### src/rtl/ild_pkg.sv
package ild_pkg;

	// ==============================
	// Line geometry
	// ==============================

	// Bytes in one fetched cache line
	localparam int LINE_BYTES = 32;

	// Full line width in bits
	localparam int LINE_W = LINE_BYTES * 8;

	// Byte offset inside a line, taken from the low pc bits
	localparam int OFS_W = $clog2(LINE_BYTES);

	// One instruction length holds 1 to 8
	localparam int LEN_W = 4;

	// Number of instruction lengths reported for each line
	localparam int NUM_SLOTS = 4;

	// Program counter width
	localparam int PC_W = 32;

	// ==============================
	// Reset values
	// ==============================

	// Fetch address after reset
	localparam logic [PC_W-1:0] RST_PC = 32'hFFFC0000;

	// An all ones line decodes as a run of NOP bytes
	localparam logic [LINE_W-1:0] RST_LINE = '1;

	// ==============================
	// Opcode classes
	// ==============================

	// Class field sits in bits 7 to 5 of the first instruction byte
	// NOP is encoded as all ones so that an erased line is harmless
	typedef enum logic [2:0] {
		OPC_ALU    = 3'd0,
		OPC_IMM8   = 3'd1,
		OPC_MEM    = 3'd2,
		OPC_IMM16  = 3'd3,
		OPC_BRANCH = 3'd4,
		OPC_IMM32  = 3'd5,
		OPC_LONG   = 3'd6,
		OPC_NOP    = 3'd7
	} opclass_e;

	// Instruction length in bytes for each opcode class
	function automatic logic [LEN_W-1:0] class_length(input opclass_e cls);
		case (cls)
			OPC_ALU:    class_length = LEN_W'(1);
			OPC_IMM8:   class_length = LEN_W'(2);
			OPC_MEM:    class_length = LEN_W'(3);
			OPC_IMM16:  class_length = LEN_W'(4);
			OPC_BRANCH: class_length = LEN_W'(5);
			OPC_IMM32:  class_length = LEN_W'(6);
			OPC_LONG:   class_length = LEN_W'(8);
			OPC_NOP:    class_length = LEN_W'(1);
			default:    class_length = LEN_W'(1);
		endcase
	endfunction

endpackage

### src/rtl/ild_byte_decoder.sv
`timescale 1ns/10ps

module ild_byte_decoder (
	input  logic                      clk,
	input  logic                      rst_i,
	// Pipeline advance level
	input  logic                      en_i,
	// One byte of the latched line, decoded as if an instruction began here
	input  logic [7:0]                byte_i,
	// Registered instruction length for this byte position
	output logic [ild_pkg::LEN_W-1:0] len_o
);

	import ild_pkg::*;

	// Opcode class of this byte position
	opclass_e               cls;

	// Length before the pipeline register
	logic [LEN_W-1:0]       len_d;

	// ==============================
	// Class decode
	// ==============================

	// Only the top three bits matter for the length
	// The low five bits are operand or register fields
	assign cls = opclass_e'(byte_i[7:5]);

	// Table lookup from the shared class rule
	assign len_d = class_length(cls);

	// ==============================
	// Length register
	// ==============================

	// Holds the length while the chain selects from it
	// Reset value matches a NOP so the chain walks one byte at a time
	always_ff @(posedge clk) begin
		if (rst_i) begin
			len_o <= LEN_W'(1);
		end else if (en_i) begin
			len_o <= len_d;
		end
	end

endmodule

### src/rtl/ild_fetch_latch.sv
`timescale 1ns/10ps

module ild_fetch_latch (
	input  logic                       clk,
	input  logic                       rst_i,
	// Pipeline advance level, shared by every stage
	input  logic                       en_i,
	// Incoming cache line and its sideband
	input  logic [ild_pkg::LINE_W-1:0] line_i,
	input  logic [ild_pkg::PC_W-1:0]   pc_i,
	input  logic                       hit_i,
	input  logic [2:0]                 grp_i,
	// Registered copies for the decoder array and the chain
	output logic [ild_pkg::LINE_W-1:0] line_o,
	output logic [ild_pkg::PC_W-1:0]   pc_o,
	output logic                       hit_o,
	output logic [2:0]                 grp_o
);

	import ild_pkg::*;

	// ==============================
	// Line register
	// ==============================

	// The line is the bulk of the stage
	// Every byte of it is sliced off by the decoder array in the top level
	// After reset it holds NOP bytes, so the decoders start at length 1
	always_ff @(posedge clk) begin
		if (rst_i) begin
			line_o <= RST_LINE;
		end else if (en_i) begin
			line_o <= line_i;
		end
	end

	// ==============================
	// Sideband registers
	// ==============================

	// The pc picks the start offset further down the pipe
	// It travels with the line so that both leave on the same edge
	always_ff @(posedge clk) begin
		if (rst_i) begin
			pc_o <= RST_PC;
		end else if (en_i) begin
			pc_o <= pc_i;
		end
	end

	// Hit and group are only carried along
	// They obey the same enable as the line so nothing slips out of step
	always_ff @(posedge clk) begin
		if (rst_i) begin
			hit_o <= 1'b0;
			grp_o <= 3'd0;
		end else if (en_i) begin
			hit_o <= hit_i;
			grp_o <= grp_i;
		end
	end

endmodule

### src/rtl/ild_length_chain.sv
`timescale 1ns/10ps

module ild_length_chain (
	input  logic                                             clk,
	input  logic                                             rst_i,
	// Pipeline advance level
	input  logic                                             en_i,
	// Registered length of every byte position in the line
	input  logic [ild_pkg::LINE_BYTES-1:0][ild_pkg::LEN_W-1:0] len_i,
	// Sideband straight from the fetch latch, one stage early
	input  logic [ild_pkg::LINE_W-1:0]                      line_i,
	input  logic [ild_pkg::PC_W-1:0]                        pc_i,
	input  logic                                             hit_i,
	input  logic [2:0]                                       grp_i,
	// Results, aligned with the line they belong to
	output logic [ild_pkg::LINE_W-1:0]                      line_o,
	output logic [ild_pkg::PC_W-1:0]                        pc_o,
	output logic                                             hit_o,
	output logic [2:0]                                       grp_o,
	output logic [ild_pkg::LEN_W-1:0]                       len0_o,
	output logic [ild_pkg::LEN_W-1:0]                       len1_o,
	output logic [ild_pkg::LEN_W-1:0]                       len2_o,
	output logic [ild_pkg::LEN_W-1:0]                       len3_o
);

	import ild_pkg::*;

	// Sideband delayed to line up with the decoder registers
	logic [LINE_W-1:0]                   d_line;
	logic [PC_W-1:0]                     d_pc;
	logic                                d_hit;
	logic [2:0]                          d_grp;

	// Stage A selection, combinational
	logic [OFS_W-1:0]                    a_start;
	logic [OFS_W-1:0]                    a_pos1;
	logic [LEN_W-1:0]                    a_sel0;
	logic [LEN_W-1:0]                    a_sel1;

	// Stage A registers
	logic [LEN_W-1:0]                    a_len0_q;
	logic [LEN_W-1:0]                    a_len1_q;
	logic [OFS_W-1:0]                    a_sum_q;
	logic [OFS_W-1:0]                    a_ofs_q;
	logic [LINE_BYTES-1:0][LEN_W-1:0]    a_lens_q;
	logic [LINE_W-1:0]                   a_line_q;
	logic [PC_W-1:0]                     a_pc_q;
	logic                                a_hit_q;
	logic [2:0]                          a_grp_q;

	// Stage B selection, combinational
	logic [OFS_W-1:0]                    b_pos2;
	logic [OFS_W-1:0]                    b_pos3;
	logic [LEN_W-1:0]                    b_sel2;
	logic [LEN_W-1:0]                    b_sel3;

	// Stage B output lengths, slot 0 first
	logic [NUM_SLOTS-1:0][LEN_W-1:0]     slot_q;

	// ==============================
	// Sideband delay
	// ==============================

	// The decoders add a register after the fetch latch
	// Same delay here keeps pc and line beside their lengths
	always_ff @(posedge clk) begin
		if (rst_i) begin
			d_line <= RST_LINE;
			d_pc   <= RST_PC;
			d_hit  <= 1'b0;
			d_grp  <= 3'd0;
		end else if (en_i) begin
			d_line <= line_i;
			d_pc   <= pc_i;
			d_hit  <= hit_i;
			d_grp  <= grp_i;
		end
	end

	// ==============================
	// Stage A
	// ==============================

	// First instruction starts where the pc points inside the line
	assign a_start = d_pc[OFS_W-1:0];
	assign a_sel0  = len_i[a_start];

	// Offsets are OFS_W wide so the add wraps around the line
	assign a_pos1  = a_start + OFS_W'(a_sel0);
	assign a_sel1  = len_i[a_pos1];

	// The whole length array moves along too, stage B picks from it
	always_ff @(posedge clk) begin
		if (rst_i) begin
			a_len0_q <= LEN_W'(1);
			a_len1_q <= LEN_W'(1);
			a_sum_q  <= OFS_W'(2);
			a_ofs_q  <= RST_PC[OFS_W-1:0];
			a_lens_q <= {LINE_BYTES{LEN_W'(1)}};
			a_line_q <= RST_LINE;
			a_pc_q   <= RST_PC;
			a_hit_q  <= 1'b0;
			a_grp_q  <= 3'd0;
		end else if (en_i) begin
			a_len0_q <= a_sel0;
			a_len1_q <= a_sel1;
			a_sum_q  <= OFS_W'(a_sel0) + OFS_W'(a_sel1);
			a_ofs_q  <= a_start;
			a_lens_q <= len_i;
			a_line_q <= d_line;
			a_pc_q   <= d_pc;
			a_hit_q  <= d_hit;
			a_grp_q  <= d_grp;
		end
	end

	// ==============================
	// Stage B
	// ==============================

	// Third instruction begins past the first two
	assign b_pos2 = a_ofs_q + a_sum_q;
	assign b_sel2 = a_lens_q[b_pos2];

	// Fourth one follows the third, again modulo the line size
	assign b_pos3 = b_pos2 + OFS_W'(b_sel2);
	assign b_sel3 = a_lens_q[b_pos3];

	always_ff @(posedge clk) begin
		if (rst_i) begin
			slot_q <= {NUM_SLOTS{LEN_W'(1)}};
			line_o <= RST_LINE;
			pc_o   <= RST_PC;
			hit_o  <= 1'b0;
			grp_o  <= 3'd0;
		end else if (en_i) begin
			slot_q <= {b_sel3, b_sel2, a_len1_q, a_len0_q};
			line_o <= a_line_q;
			pc_o   <= a_pc_q;
			hit_o  <= a_hit_q;
			grp_o  <= a_grp_q;
		end
	end

	// Slots fan out to the individual length ports
	assign len0_o = slot_q[0];
	assign len1_o = slot_q[1];
	assign len2_o = slot_q[2];
	assign len3_o = slot_q[3];

endmodule

### src/rtl/ild_top.sv
`timescale 1ns/10ps

module ild_top (
	input  logic                       clk,
	input  logic                       rst_i,
	// Advances every stage at once, low means hold
	input  logic                       en_i,
	// Fetched line with its sideband
	input  logic [ild_pkg::LINE_W-1:0] line_i,
	input  logic [ild_pkg::PC_W-1:0]   pc_i,
	input  logic                       hit_i,
	input  logic [2:0]                 grp_i,
	// Line and sideband, four enabled cycles later
	output logic [ild_pkg::LINE_W-1:0] line_o,
	output logic [ild_pkg::PC_W-1:0]   pc_o,
	output logic                       hit_o,
	output logic [2:0]                 grp_o,
	// Lengths of the first four instructions from the pc offset
	output logic [ild_pkg::LEN_W-1:0]  len0_o,
	output logic [ild_pkg::LEN_W-1:0]  len1_o,
	output logic [ild_pkg::LEN_W-1:0]  len2_o,
	output logic [ild_pkg::LEN_W-1:0]  len3_o
);

	import ild_pkg::*;

	// Fetch latch outputs
	logic [LINE_W-1:0]                lat_line;
	logic [PC_W-1:0]                  lat_pc;
	logic                             lat_hit;
	logic [2:0]                       lat_grp;

	// One registered length per byte position
	logic [LINE_BYTES-1:0][LEN_W-1:0] dec_len;

	// ==============================
	// Entry register
	// ==============================

	ild_fetch_latch u_latch (
		.clk    (clk),
		.rst_i  (rst_i),
		.en_i   (en_i),
		.line_i (line_i),
		.pc_i   (pc_i),
		.hit_i  (hit_i),
		.grp_i  (grp_i),
		.line_o (lat_line),
		.pc_o   (lat_pc),
		.hit_o  (lat_hit),
		.grp_o  (lat_grp)
	);

	// ==============================
	// Byte decoder array
	// ==============================

	// Every byte is decoded in parallel since any of them may start an instruction
	// The chain later picks the few that really do
	genvar g;
	generate
		for (g = 0; g < LINE_BYTES; g++) begin : g_dec
			ild_byte_decoder u_dec (
				.clk    (clk),
				.rst_i  (rst_i),
				.en_i   (en_i),
				.byte_i (lat_line[g*8 +: 8]),
				.len_o  (dec_len[g])
			);
		end
	endgenerate

	// ==============================
	// Length walk
	// ==============================

	// Gets the sideband one stage early and delays it itself
	ild_length_chain u_chain (
		.clk    (clk),
		.rst_i  (rst_i),
		.en_i   (en_i),
		.len_i  (dec_len),
		.line_i (lat_line),
		.pc_i   (lat_pc),
		.hit_i  (lat_hit),
		.grp_i  (lat_grp),
		.line_o (line_o),
		.pc_o   (pc_o),
		.hit_o  (hit_o),
		.grp_o  (grp_o),
		.len0_o (len0_o),
		.len1_o (len1_o),
		.len2_o (len2_o),
		.len3_o (len3_o)
	);

endmodule

### config.mk
export PLATFORM = sky130hd
export DESIGN_NAME = ild_top
export DESIGN_NICKNAME = d
export VERILOG_FILES = /design/src/rtl/ild_pkg.sv /design/src/rtl/ild_byte_decoder.sv /design/src/rtl/ild_fetch_latch.sv /design/src/rtl/ild_length_chain.sv /design/src/rtl/ild_top.sv
export SDC_FILE = /design/constraint.sdc
export NUM_CORES = 2
export LEC_CHECK = 0
export ABC_AREA = 1
export BUFFER_PORTS_ARGS = -buffer_cell sky130_fd_sc_hd__buf_4
export CAP_MARGIN = 20
export CORE_ASPECT_RATIO = 2
export CORE_MARGIN = 2
export CORE_UTILIZATION = 45
export CTS_CLUSTER_SIZE = 12
export DETAILED_ROUTE_END_ITERATION = 16
export PLACE_DENSITY = 0.74
export SYNTH_ARGS = -nofsm -noshare
export SYNTH_HDL_FRONTEND = slang
export SYNTH_SLANG_ARGS = --single-unit
### constraint.sdc
create_clock -name clk -period 4 [get_ports clk]
set_input_delay 0.2 -clock clk [delete_from_list [all_inputs] [get_ports clk]]
set_output_delay 0.2 -clock clk [all_outputs]
set_load 0.03 [all_outputs]
==> flow_summary_export.csv <==
group,metric,value,unit
clocking,root_buffer,"clkbuf_16",
drt,drt_iter0_drc,5053,
worst_setup_path,start_kind,"flop",
drt,avgRoutedWirePerCell,18.6,um
logic_synthesis,yosysSeqAreaShare,50.9,%
worst_setup_path,slowest_delay,550,ps
worst_setup_path,crit_start,"u_chain.d_pc[0]$_SDFFE_PP0P_",
clocking,clk_latency,780,ps
layout,area_growth,27.9,%
pwr,p_per_area,595,nW/um2
layout,drive_gt1_share,15.1,%
logic_synthesis,synthMuxAreaShare,0,%
logic_synthesis,ys.flop_type,"dfxtp_1",
logic_synthesis,synth-simple-area-share,28.6,%
logic_synthesis,synth_top_family_by_area,"simple AND/OR/NAND/NOR gates",
worst_setup_path,r2r-end,"u_chain.a_sum_q[4]$_SDFFE_PP0P_",
clocking,cts_tree,"done",
floorplan,start_util,45.4,%
worst_setup_path,r2r_cells,28,
worst_setup_path,critical_path.slowest_cell,"fa_2",
sta,setup_viol_count_final,2,
logic_synthesis,synthArstFlopShare,0,%
global_route,grt_use_total,27.7,%
logic_synthesis,synthesis.area,57100,um2
pwr,swShare,35.7,%
clocking,clk_pin_slew_worst_paths,60,ps
worst_setup_path,crit_end,"u_chain.a_sum_q[4]$_SDFFE_PP0P_",
sta,max_freq,246,MHz
drt,ant_nets,0,
worst_setup_path,critPathBufInv,7,
sta,hold_viol_final,0,
sta,finalCritPeriodShare,101,%
pwr,ir_worst_vdd,0.838,mV
logic_synthesis,syn-num-nets,8008,
logic_synthesis,synth_area_leaders,"dfxtp_1, nand2_1, nand3_1, o21ai_0, a21oi_1",
logic_synthesis,synth_area_per_cell,7.52,um2
floorplan,num_rows,184,
global_route,grt_pass1_vias,50300,
floorplan,die_w,256,um
global_route,grt_overflow,0,
clocking,numCtsBuffers,142,
logic_synthesis,synthXorXnorAreaFrac,0.219,%
pwr,p_leak,34.7,nW
job,max_cap_viol_count,0,
floorplan,die_h,508,um
logic_synthesis,yosys.area.top_type,"dfxtp_1",
global_route,antenna_found_initial,3,
sta,skew,39.7,ps
global_route,grt_max_degree,226,
pwr,p_total,0.0434,W
logic_synthesis,synth_edf_count,0,
worst_setup_path,worst-path-max-fanout,8,
sta,relSlewSlack,25.1,%
layout,nets,8854,
logic_synthesis,synth-compound-area-share,11.2,%
layout,final_util,58.0,%
logic_synthesis,synth_common_cells,"nand2_1, dfxtp_1, nand3_1",
clocking,htree_levels,4,
worst_setup_path,worstSetupEndpointType,"flop",
worst_setup_path,critPathRequiredTime,4620,ps
drt,drt_first_pass_iters,6,
placed_design,hpwl,127000,um
logic_synthesis,synth_fa_ha_area_share,2.61,%
logic_synthesis,ys_ff_latch,1453,
logic_synthesis,synthCells,7596,
logic_synthesis,yosysUniqueCellTypes,27,
sta,rsz0062_at_grt,"yes",
logic_synthesis,ys_warn_count,0,
run_status,status,"finished with violations",
clocking,clockBufferDepth,3,
floorplan,die-area,130000,um2
sta,final.setup.worst_slack,-58.4,ps
layout,fill_cells,11200,
drt,viasPerCell,5.31,
worst_hold_path,hold_start,"rst_i",
global_route,grt_pass1_wl,285000,um
pwr,p_clk_share,28.6,%
drt,drt_wl_total,188000,um
pwr,power_frac_seq,37.1,%
logic_synthesis,synth.most_common_cell,"nand2_1",
run_status,violations,"setup timing",
worst_setup_path,reg2reg_from,"u_chain.d_pc[0]$_SDFFE_PP0P_",
pwr,intPower,0.0279,W
worst_hold_path,hp-class,"in -> reg",
floorplan,fp.coreArea,126000,um2
drt,drc,0,
sta,final_max_slew_viol_count,0,
clocking,clock-sinks,1453,
placed_design,gp_congestion,0.974,
pwr,p_comb_share,34.3,%
sta,fin_crit,4060,ps
drt,num_vias,54000,
worst_setup_path,cp_top_family,"adder cells",
pwr,power.switching,0.0155,W
sta,worst_pin_slew,1120,ps
worst_setup_path,reg2reg_slack,-60,ps
worst_setup_path,crit_type,"reg -> reg",
logic_synthesis,synth_top_area_share,50.9,%
placed_design,portBuffers,602,
worst_setup_path,cp_num_cells,28,
floorplan,ios,603,
worst_setup_path,arrival,4680,ps
## state kept, by name, indices dropped and copies added (netlist names), 128 cells and up
signal / flops
u_chain.a_line_q: 256
u_chain.d_line: 256
u_latch.line_o: 256
u_chain.a_lens_q: 128
g_dec.u_dec.len_o: 128
u_chain.line_o: 256
## layer usage
layer  track usage [%]  up-vias  part of all wire (%)
li1                  -    26400                     -
met1              35.4    25200                    42
met2              45.7     1878                    47
met3              4.37      401                   6.1
met4              13.3        0                   5.0
met5                 0        -                     0
## logic make-up after synthesis
kind of cell             after synthesis
AO/OA/AOI/OAI                       1145
XOR/XNOR                              10
adder cells (fa/ha/maj)              117
buffers and inverters                913
flip-flops                          1453
AND/OR/NAND/NOR                     3958
## layout by cell type, fill, tap and decap left out, types with 222 or more instances in the layout
cell type / Yosys / routed
nand2_1: 2554 / 2516
nand3_1: 1173 / 1115
dfxtp_1: 1453 / 1451
a21oi_1: 402 / 387
inv_1: 329 / 320
dlygate4sd3_1: 0 / 334
buf_4: 8 / 861
o21ai_0: 488 / 460
nor2_1: 225 / 222
o211ai_1: 241 / 241
## worst min-delay path by stage
stage	to	slack (ps)	depth (start not counted)
6_report	u_latch.line_o[174]$_SDFFE_PP1P_	30	3
4_1_cts	u_latch.line_o[174]$_SDFFE_PP1P_	9	3
5_1_grt	g_dec[18].u_dec.len_o[0]$_SDFFE_PP1P_	30	3
2_1_floorplan	u_latch.line_o[154]$_SDFFE_PP1P_	320	2
3_3_place_gp	u_latch.line_o[56]$_SDFFE_PP1P_	410	3
3_5_place_dp	u_latch.line_o[180]$_SDFFE_PP1P_	420	3
## power by group through the flow
stage | combinational [W] | sequential [W] | clock, W
2_1_floorplan | 0.00697 | 0.0167 | 0
3_3_place_gp | 0.0124 | 0.0164 | 0
3_5_place_dp | 0.0124 | 0.0164 | 0
4_1_cts | 0.0132 | 0.0161 | 0.0127
5_1_grt | 0.0160 | 0.0162 | 0.0132
6_report | 0.0149 | 0.0161 | 0.0124
## per-stage QoR
| step | instance area, um2 | instances | TNS, ps | hold WS, ps | setup WS (ps) |
|---|---|---|---|---|---|
| finish | 73000 | 10200 | -79.4 | 34.2 | -58.4 |
| global route | 73000 | 10200 | -935 | 26.8 | -193 |
| CTS | 72300 | 10100 | -12.6 | 8.80 | -5.03 |
| detailed placement | 64200 | 9598 | -1930 | 415 | -474 |
| global placement | 64200 | 9598 | -1710 | 410 | -455 |
| floorplan | 57100 | 7596 | 0 | 322 | 99.7 |
## worst reg2reg max path: cells and delay by family, from the launching register on
kind	cells	cell delay, ps
AOI/OAI and AO/OA	5	460
and+or+nand+nor	12	1130
buffers and inverters	7	680
adders and majority gates	4	1250
DFF	1	380
## area by class of cell
class | count | area, um2 | area share (%)
timing repair buffer | 1276 | 11400 | 15.6
multi-input combinational | 5230 | 25100 | 34.3
sequential | 1453 | 29100 | 39.8
tap | 1674 | 2090 | 2.87
inverter | 339 | 1330 | 1.81
antenna | 4 | 10.0 | 0.0137
clock buffer | 156 | 3660 | 5.01
clock inverter | 22 | 432 | 0.591
## timing repair
item | in CTS | in global routing
hold buffers | 334 | 0
hold endpoints to repair | 328 | 0
gates resized for setup | 105 | 138
pin swaps | 40 | 70
gates cloned | 4 | 3
buffers inserted | 19 | 15
endpoints found under the setup margin | 8 | 8
Power figures use the tool's default switching activity.
